<file path="src/rtl/baser_rx_pkg.sv">
// 10GBASE-R receive package with block codes, CRC constants and stream types
package baser_rx_pkg;

localparam int data_w = 64;
localparam int keep_w = 8;
localparam int max_len_w = 16;

localparam logic [1:0] sync_data = 2'b10;
localparam logic [1:0] sync_ctrl = 2'b01;

// legal block type bytes
localparam logic [7:0] bt_ctrl     = 8'h1e;
localparam logic [7:0] bt_os_4     = 8'h2d;
localparam logic [7:0] bt_start_4  = 8'h33;
localparam logic [7:0] bt_os_start = 8'h66;
localparam logic [7:0] bt_os_04    = 8'h55;
localparam logic [7:0] bt_start_0  = 8'h78;
localparam logic [7:0] bt_os_0     = 8'h4b;
localparam logic [7:0] bt_term_0   = 8'h87;
localparam logic [7:0] bt_term_1   = 8'h99;
localparam logic [7:0] bt_term_2   = 8'haa;
localparam logic [7:0] bt_term_3   = 8'hb4;
localparam logic [7:0] bt_term_4   = 8'hcc;
localparam logic [7:0] bt_term_5   = 8'hd2;
localparam logic [7:0] bt_term_6   = 8'he1;
localparam logic [7:0] bt_term_7   = 8'hff;

// reflected form of 0x04c11db7
localparam logic [31:0] crc_poly = 32'hedb88320;
localparam logic [31:0] crc_init = 32'hffffffff;

// state after a good FCS, index is the FCS end byte within the word
localparam logic [7:0][31:0] crc_residue = {
    ~32'h2144df1c, ~32'hc622f71d, ~32'hb1c2a1a3, ~32'h9d6cdf7e,
    ~32'h6522df69, ~32'he60914ae, ~32'he38a6876, ~32'h6b87b1ec
};

// bytes 1 to 7 of a lane 0 start block
localparam logic [55:0] eth_preamble = 56'hd5555555555555;

typedef struct packed {
    logic [55:0] body;
    logic [7:0]  btype;
} ctrl_view_t;

// one 64-bit block payload, read as data bytes or as a control block
typedef union packed {
    logic [7:0][7:0] bytes;
    ctrl_view_t      ctrl;
} block_word_t;

typedef struct packed {
    logic [data_w-1:0] data;
    logic              start;
    logic              term;
    logic [2:0]        term_lane;
    logic              frame_err;
} dec_word_t;

typedef struct packed {
    logic [data_w-1:0] data;
    logic [keep_w-1:0] keep;
    logic              valid;
    logic              last;
    logic              user;
} rx_beat_t;

typedef struct packed {
    logic [max_len_w-1:0] pkt_len;
    logic                 good;
    logic                 bad;
    logic                 bad_fcs;
    logic                 oversize;
    logic                 framing;
    logic                 preamble;
    logic                 ucast;
    logic                 mcast;
    logic                 bcast;
} rx_stat_t;

endpackage

</file>
<file path="src/rtl/baser_block_decoder.sv">
// 66-bit block decoder that finds start and terminate blocks and checks framing
`timescale 1ns/1ps

module baser_block_decoder (
    input  logic                      clk,
    input  logic                      rst,
    input  logic [1:0]                rx_hdr,
    input  baser_rx_pkg::block_word_t rx_data,
    output baser_rx_pkg::dec_word_t   dec,
    output logic                      stat_bad_block
);

import baser_rx_pkg::*;

dec_word_t  cur;
dec_word_t  d0;
logic       bad;
logic       frame_reg;
logic       frame_next;
logic [7:0] btype;

assign btype = rx_data.ctrl.btype;

always_comb begin
    cur = '0;
    cur.data = rx_data.bytes;
    bad = 1'b0;
    frame_next = frame_reg;

    if (rx_hdr == sync_data) begin
        cur.frame_err = !frame_reg;
    end else if (rx_hdr == sync_ctrl) begin
        // any control block closes the frame unless it is a start
        frame_next = 1'b0;
        cur.frame_err = frame_reg;
        case (btype)
            bt_start_0: begin
                cur.start = 1'b1;
                frame_next = 1'b1;
            end
            bt_start_4, bt_os_start: begin
                // opens the line frame but carries no payload
                frame_next = 1'b1;
            end
            bt_ctrl, bt_os_4, bt_os_04, bt_os_0: begin
                // idle and ordered sets are legal blocks
            end
            bt_term_0, bt_term_1, bt_term_2, bt_term_3,
            bt_term_4, bt_term_5, bt_term_6, bt_term_7: begin
                cur.term = 1'b1;
                cur.term_lane = btype[6:4];
                cur.frame_err = !frame_reg;
                // data bytes move down to lane 0 with zeros above
                cur.data = {8'd0, rx_data.ctrl.body}
                    & ({data_w{1'b1}} >> {4'd8 - {1'b0, btype[6:4]}, 3'b000});
            end
            default: begin
                bad = 1'b1;
            end
        endcase
    end else begin
        // bad sync header
        bad = 1'b1;
        frame_next = 1'b0;
        cur.frame_err = frame_reg;
    end
end

always_ff @(posedge clk) begin
    d0 <= cur;
    dec <= d0;
    frame_reg <= frame_next;
    stat_bad_block <= bad;

    if (rst) begin
        d0.start <= 1'b0;
        d0.term <= 1'b0;
        d0.frame_err <= 1'b0;
        dec.start <= 1'b0;
        dec.term <= 1'b0;
        dec.frame_err <= 1'b0;
        frame_reg <= 1'b0;
        stat_bad_block <= 1'b0;
    end
end

endmodule

</file>
<file path="src/rtl/baser_crc_check.sv">
// running CRC-32 over decoded words with residue match per terminate lane
`timescale 1ns/1ps

module baser_crc_check (
    input  logic                    clk,
    input  logic                    rst,
    input  baser_rx_pkg::dec_word_t dec,
    output logic [4:0]              crc_ok,
    output logic [2:0]              crc_ok_d
);

import baser_rx_pkg::*;

logic [31:0] crc_state;
logic [31:0] crc_next;

// reflected Galois step, lane 0 bit 0 goes first
function automatic logic [31:0] crc_step(
    input logic [31:0]       state,
    input logic [data_w-1:0] data
);
    logic [31:0] s;
    logic        fb;
    s = state;
    for (int i = 0; i < data_w; i++) begin
        fb = s[0] ^ data[i];
        s = s >> 1;
        if (fb) begin
            s = s ^ crc_poly;
        end
    end
    return s;
endfunction

assign crc_next = crc_step(crc_state, dec.data);

// lane 0 terminate means the FCS ended with the previous word
assign crc_ok[0] = crc_state == crc_residue[7];
assign crc_ok[1] = crc_next == crc_residue[0];
assign crc_ok[2] = crc_next == crc_residue[1];
assign crc_ok[3] = crc_next == crc_residue[2];
assign crc_ok[4] = crc_next == crc_residue[3];

always_ff @(posedge clk) begin
    if (dec.start) begin
        crc_state <= crc_init;
    end else begin
        crc_state <= crc_next;
    end

    // lanes 5 to 7, used while the last beat goes out
    crc_ok_d[0] <= crc_next == crc_residue[4];
    crc_ok_d[1] <= crc_next == crc_residue[5];
    crc_ok_d[2] <= crc_next == crc_residue[6];

    if (rst) begin
        crc_state <= crc_init;
        crc_ok_d <= '0;
    end
end

endmodule

</file>
<file path="src/rtl/baser_frame_fsm.sv">
// frame state machine, builds output beats, checks length and raises statistics
`timescale 1ns/1ps

module baser_frame_fsm (
    input  logic                                 clk,
    input  logic                                 rst,
    input  baser_rx_pkg::dec_word_t              dec,
    input  logic [4:0]                           crc_ok,
    input  logic [2:0]                           crc_ok_d,
    input  logic [baser_rx_pkg::max_len_w-1:0]   cfg_max_pkt_len,
    input  logic                                 cfg_enable,
    output baser_rx_pkg::rx_beat_t               rx_out,
    output baser_rx_pkg::rx_stat_t               rx_stat
);

import baser_rx_pkg::*;

typedef enum logic [1:0] {
    st_idle,
    st_payload,
    st_last
} state_t;

state_t               state, state_next;
logic                 hold_vld, hold_next;
logic [data_w-1:0]    prev_data, prev_next;
logic [max_len_w-1:0] len, len_next;
logic [2:0]           last_lane, lane_next;
logic                 pre_ok, pre_next;
logic                 is_mcast, mc_next;
logic                 is_bcast, bc_next;
rx_beat_t             beat_next;
rx_stat_t             stat_next;

logic                 fin;
logic                 fin_crc;
logic                 fin_ferr;
logic [max_len_w-1:0] fin_len;
logic                 over;
logic                 good;

always_comb begin
    state_next = state;
    hold_next = hold_vld;
    prev_next = prev_data;
    len_next = len;
    lane_next = last_lane;
    pre_next = pre_ok;
    mc_next = is_mcast;
    bc_next = is_bcast;
    beat_next = '0;
    beat_next.data = prev_data;
    beat_next.keep = {keep_w{1'b1}};
    stat_next = '0;
    fin = 1'b0;
    fin_crc = 1'b0;
    fin_ferr = 1'b0;
    fin_len = len;

    case (state)
        st_payload: begin
            if (dec.frame_err) begin
                beat_next.valid = 1'b1;
                beat_next.last = 1'b1;
                fin = 1'b1;
                fin_ferr = 1'b1;
                state_next = st_idle;
            end else if (dec.term && dec.term_lane <= 3'd4) begin
                // held word is the last one, FCS tail trimmed
                beat_next.valid = 1'b1;
                beat_next.last = 1'b1;
                beat_next.keep = 8'hff >> (4'd4 - {1'b0, dec.term_lane});
                fin = 1'b1;
                fin_len = len + max_len_w'(dec.term_lane);
                fin_crc = crc_ok[dec.term_lane];
                state_next = st_idle;
            end else begin
                beat_next.valid = hold_vld;
                prev_next = dec.data;
                hold_next = 1'b1;
                if (!hold_vld) begin
                    mc_next = dec.data[0];
                    bc_next = &dec.data[47:0];
                end
                if (dec.term) begin
                    len_next = len + max_len_w'(dec.term_lane);
                    lane_next = dec.term_lane;
                    state_next = st_last;
                end else if (&len[max_len_w-1:3]) begin
                    len_next = '1;
                end else begin
                    len_next = len + max_len_w'(keep_w);
                end
            end
        end
        st_last: begin
            beat_next.valid = 1'b1;
            beat_next.last = 1'b1;
            beat_next.keep = 8'hff >> (4'd12 - {1'b0, last_lane});
            fin = 1'b1;
            fin_crc = crc_ok_d[2'(last_lane - 3'd5)];
            state_next = st_idle;
        end
        default: begin
            state_next = st_idle;
        end
    endcase

    over = fin_len > cfg_max_pkt_len;
    good = !fin_ferr && fin_crc && !over;

    if (fin) begin
        beat_next.user = !good;
        stat_next.pkt_len = fin_len;
        stat_next.good = good;
        stat_next.bad = !good;
        stat_next.bad_fcs = !fin_ferr && !fin_crc;
        stat_next.oversize = over;
        stat_next.framing = fin_ferr;
        stat_next.preamble = !pre_ok;
        stat_next.ucast = !is_mcast;
        stat_next.mcast = is_mcast && !is_bcast;
        stat_next.bcast = is_bcast;
    end

    // a start can follow a closing beat directly
    if (state_next == st_idle && dec.start && cfg_enable) begin
        state_next = st_payload;
        hold_next = 1'b0;
        len_next = '0;
        pre_next = dec.data[63:8] == eth_preamble;
    end
end

always_ff @(posedge clk) begin
    state <= state_next;
    hold_vld <= hold_next;
    prev_data <= prev_next;
    len <= len_next;
    last_lane <= lane_next;
    pre_ok <= pre_next;
    is_mcast <= mc_next;
    is_bcast <= bc_next;
    rx_out <= beat_next;
    rx_stat <= stat_next;

    if (rst) begin
        state <= st_idle;
        hold_vld <= 1'b0;
        rx_out.valid <= 1'b0;
        rx_out.last <= 1'b0;
        rx_out.user <= 1'b0;
        rx_stat <= '0;
    end
end

endmodule

</file>
<file path="src/rtl/baser_rx_top.sv">
// 10GBASE-R frame receiver top, block decode, CRC check and framing
`timescale 1ns/1ps

module baser_rx_top (
    input  logic                                  clk,
    input  logic                                  rst,
    input  logic [1:0]                            rx_hdr,
    input  baser_rx_pkg::block_word_t             rx_data,
    input  logic [baser_rx_pkg::max_len_w-1:0]    cfg_max_pkt_len,
    input  logic                                  cfg_enable,
    output baser_rx_pkg::rx_beat_t                rx_out,
    output baser_rx_pkg::rx_stat_t                rx_stat,
    output logic                                  stat_bad_block
);

import baser_rx_pkg::*;

dec_word_t  dec;
logic [4:0] crc_ok;
logic [2:0] crc_ok_d;

baser_block_decoder u_decoder (
    .clk            (clk),
    .rst            (rst),
    .rx_hdr         (rx_hdr),
    .rx_data        (rx_data),
    .dec            (dec),
    .stat_bad_block (stat_bad_block)
);

baser_crc_check u_crc (
    .clk      (clk),
    .rst      (rst),
    .dec      (dec),
    .crc_ok   (crc_ok),
    .crc_ok_d (crc_ok_d)
);

baser_frame_fsm u_fsm (
    .clk             (clk),
    .rst             (rst),
    .dec             (dec),
    .crc_ok          (crc_ok),
    .crc_ok_d        (crc_ok_d),
    .cfg_max_pkt_len (cfg_max_pkt_len),
    .cfg_enable      (cfg_enable),
    .rx_out          (rx_out),
    .rx_stat         (rx_stat)
);

endmodule

</file>
<file path="config.mk">
export PLATFORM = sky130hd
export DESIGN_NAME = baser_rx_top
export DESIGN_NICKNAME = d
export VERILOG_FILES = /design/src/rtl/baser_rx_pkg.sv /design/src/rtl/baser_block_decoder.sv /design/src/rtl/baser_crc_check.sv /design/src/rtl/baser_frame_fsm.sv /design/src/rtl/baser_rx_top.sv
export SDC_FILE = /design/constraint.sdc
export NUM_CORES = 1
export LEC_CHECK = 0
export BUFFER_PORTS_ARGS = -buffer_cell sky130_fd_sc_hd__buf_2
export CORE_MARGIN = 8
export CORE_UTILIZATION = 60
export CTS_BUF_LIST = sky130_fd_sc_hd__clkbuf_4 sky130_fd_sc_hd__clkbuf_8
export CTS_CLUSTER_DIAMETER = 150
export DETAILED_ROUTE_END_ITERATION = 7
export PLACE_DENSITY_LB_ADDON = 0.3
export SYNTH_ARGS = -nofsm -noshare
export SYNTH_HDL_FRONTEND = slang
export SYNTH_HIERARCHICAL = 1
export SYNTH_SLANG_ARGS = --single-unit
</file>
<file path="constraint.sdc">
create_clock -name clk -period 13.3 [get_ports clk]
set_clock_uncertainty 0.15 [all_clocks]
set_input_delay 3.325 -clock clk [delete_from_list [all_inputs] [get_ports clk]]
set_output_delay 3.325 -clock clk [all_outputs]
set_load 0.005 [all_outputs]
</file>
==> out/metrics.csv <==
metric;value;unit
clk_latency;0.63;ns
post_cts_hold_buffer_count;0;
num_antenna_cells;0;
synthMostInstantiatedCell;dfxtp_1;
detailedPlace.worstSlack;4.70;ns
tritoncts_buffers;55;
critical_path.max_stage_delay;0.84;ns
setup_tns;0;ns
finalHoldViolations;0;
worst-r2r-setup-slack;4.51;ns
number_of_sinks_handled_by_clock_tree_synthesis;365;
worst_slew_pin_slew;1.05;ns
timing.critical_path.arrival;9.15;ns
fp.coreArea;33500;µm²
fmax;0.114;GHz
min_period_over_period;66.1;%
synth_enable_flop_cells;70;
synth_ff_type;dfxtp_1;
synth_top_area_share;28.9;%
drive_gt1_share;21.1;%
placement.io_buffers;185;
wire_per_inst;23.6;µm
holdWs;0.158;ns
vias;13275;
die-area;40200;µm²
clock_tree.htree_level_count;2;
synth_area_leaders;dfxtp_1, xnor3_1, xnor2_1;
wire_length_of_the_first_global_routing_pass;83300;µm
setup_viol;0;
synth_top_cell_by_area;dfxtp_1;
die_h;201;µm
grt_start_max_net_pins;74;
cts.reportedPaths.clkPinSlew;0.06;ns
critical_path.max_fanout;10;
initialDrtViolationCount;1235;
synth_commonest_cells;dfxtp_1, xnor2_1, xnor3_1;
clock_tree.buffer_depth;3;
post-cts-setup-buffers;0;
layout_top_registers;u_fsm/rx_out x74, u_decoder/d0 x70, u_decoder/dec x70;
cts-root-buf;clkbuf_8;
timing.slew.headroom;30.3;%
maxCapViolCount;0;
syn_inst;1641;
io_pins;186;
gp_congestion;0.931;
number_of_cells_upsized_or_downsized_after_cts;0;
critical_path_class;reg2reg;
slowest_stage;xnor2_1;
timing.critical_path.from_type;register;
num_rows;67;
area_growth_syn_to_layout;12.2;%
drt-vias-per-instance;5.69;
seq_area_frac_synth;39.2;%
hold_crit_path_type;reg2reg;
timing.final.ws_setup;4.51;ns
status;completed;
detailedRoute.firstPassIterationCount;6;
finish.net_count;1963;
post-route-drc-count;0;
ys_seq_elements;365;
synth_nets;1764;
hpwl;42700;µm
syn_avg_cell_area;12.5;µm²
required_time_of_the_critical_path;13.67;ns
vias_in_the_first_global_route;13413;
grt.total_usage;26.8;%
routed_wirelength;55000;µm
finalWorstPathRequiredPeriod;8.79;ns
synth.cell_area;20400;µm²
maxSlewViolCount;0;
final_antenna_net_count;0;
setup.worst_path.end_class;register;
async_flop_share;0;%
grt_overflow;0;
cts_tree;yes;
largest_register_ffs;74;
yosysWarningCount;6;
yosys.cell_types.count;92;
antenna_found_initial;2;
rsz0062_at_grt;no;
critical_path.cell_chain;xor2_1 -> xnor3_1 -> xnor2_2 -> xnor3_1 -> xnor2_2 -> xor2_2 -> xnor3_2 -> xnor3_1 -> xnor2_1 -> xor2_1 -> xnor2_1 -> xnor2_1 -> xor2_1 -> nand4b_1 -> or3_1 -> nor4_1 -> mux2i_1 -> a311oi_1 -> a32oi_1 -> a21oi_1 -> a21bo_1;
floorplan.initialDensity;61.0;%
registers.top_by_ff_count;u_fsm/rx_out;
die_width;201;µm
==> metal layers <==
| layer | track usage [%] | vias to the layer above | routed length, µm | part of all wire [%] |
|---|---|---|---|---|
| met4 | 7.81 | 4 | 1440 | 2.6 |
| met1 | 35.3 | 6477 | 23600 | 43 |
| met5 | 0 | - | 23 | 0.042 |
| met2 | 43.9 | 552 | 26000 | 47 |
| li1 | - | 6150 | - | - |
| met3 | 5.95 | 92 | 3980 | 7.2 |
==> final cells by class <==
type	count	area, µm²
inverter	47	176
clock buffer	90	1080
timing repair buffer	190	963
clock inverter	13	206
fill	2510	10600
sequential	365	8010
tap	448	561
multi-input combinational	1181	12000
==> critical path, delay by kind of cell (launching register included) <==
kind,cells,cell delay [ns]
compound gates,4,0.86
xor+xnor,13,6.20
flops,1,0.42
mux,1,0.13
simple gates,3,0.90
==> kinds of logic (layout without fill, tap and decap cells) <==
logic type	after synthesis	count (layout)	share of synthesized area, %
xor+xnor	560	560	39.5
simple gates	368	368	10.0
flops	365	365	39.2
compound gates	209	209	6.14
buf+inv	95	340	2.44
fa+ha+maj	38	38	2.36
mux	6	6	0.379
==> layout by cell type, fill, tap and decap left out, types with 7 or more instances in the layout <==
cell      synthesis  routed
nor3_1           18      18
xnor2_1         250     250
clkbuf_8          0      65
nor2b_1          11      11
nor4_1           16      16
o21ai_0          79      79
dfxtp_1         295     295
and3_1            7       7
a21oi_1          30      30
clkbuf_4          0      25
xnor3_1         133     133
xor2_1           77      77
nand2_1         100     100
xnor3_2          37      37
inv_1            43      43
nand4_1          39      39
nor4b_1          10      10
nor2_1           39      39
and2_1           29      29
o211ai_1          8       8
nand3_1          33      33
ha_1             37      37
buf_2            10     185
xor2_2           11      11
nand2b_1         16      16
edfxtp_1         70      70
nor4bb_1          8       8
xor3_1           15      15
xnor2_2          18      18
o21ai_1          43      43
==> through the flow <==
stage | cells | instance area [µm²] | utilization [%]
CTS | 2334 | 22900 | 68.4
global route | 2334 | 22900 | 68.4
finish | 2334 | 22900 | 68.4
global placement | 2231 | 21700 | 64.6
detailed placement | 2231 | 21700 | 64.6
floorplan | 1641 | 20400 | -
==> worst paths after layout <==
kind | start | cells past startpoint | endpoint
worst min register to register | u_decoder/d0[25]$_DFF_P_ | 0 | u_decoder/dec[25]$_DFF_P_
worst max-delay path | u_decoder/dec[11]$_DFF_P_ | 21 | u_fsm/rx_stat[7]$_SDFF_PP0_
worst min-delay path | u_decoder/d0[25]$_DFF_P_ | 0 | u_decoder/dec[25]$_DFF_P_
worst max register to register | u_decoder/dec[11]$_DFF_P_ | 21 | u_fsm/rx_stat[7]$_SDFF_PP0_
Power is left out: the tool's default activity adds up to more than one toggle a clock period on the data nets, which glitch-free logic cannot reach.
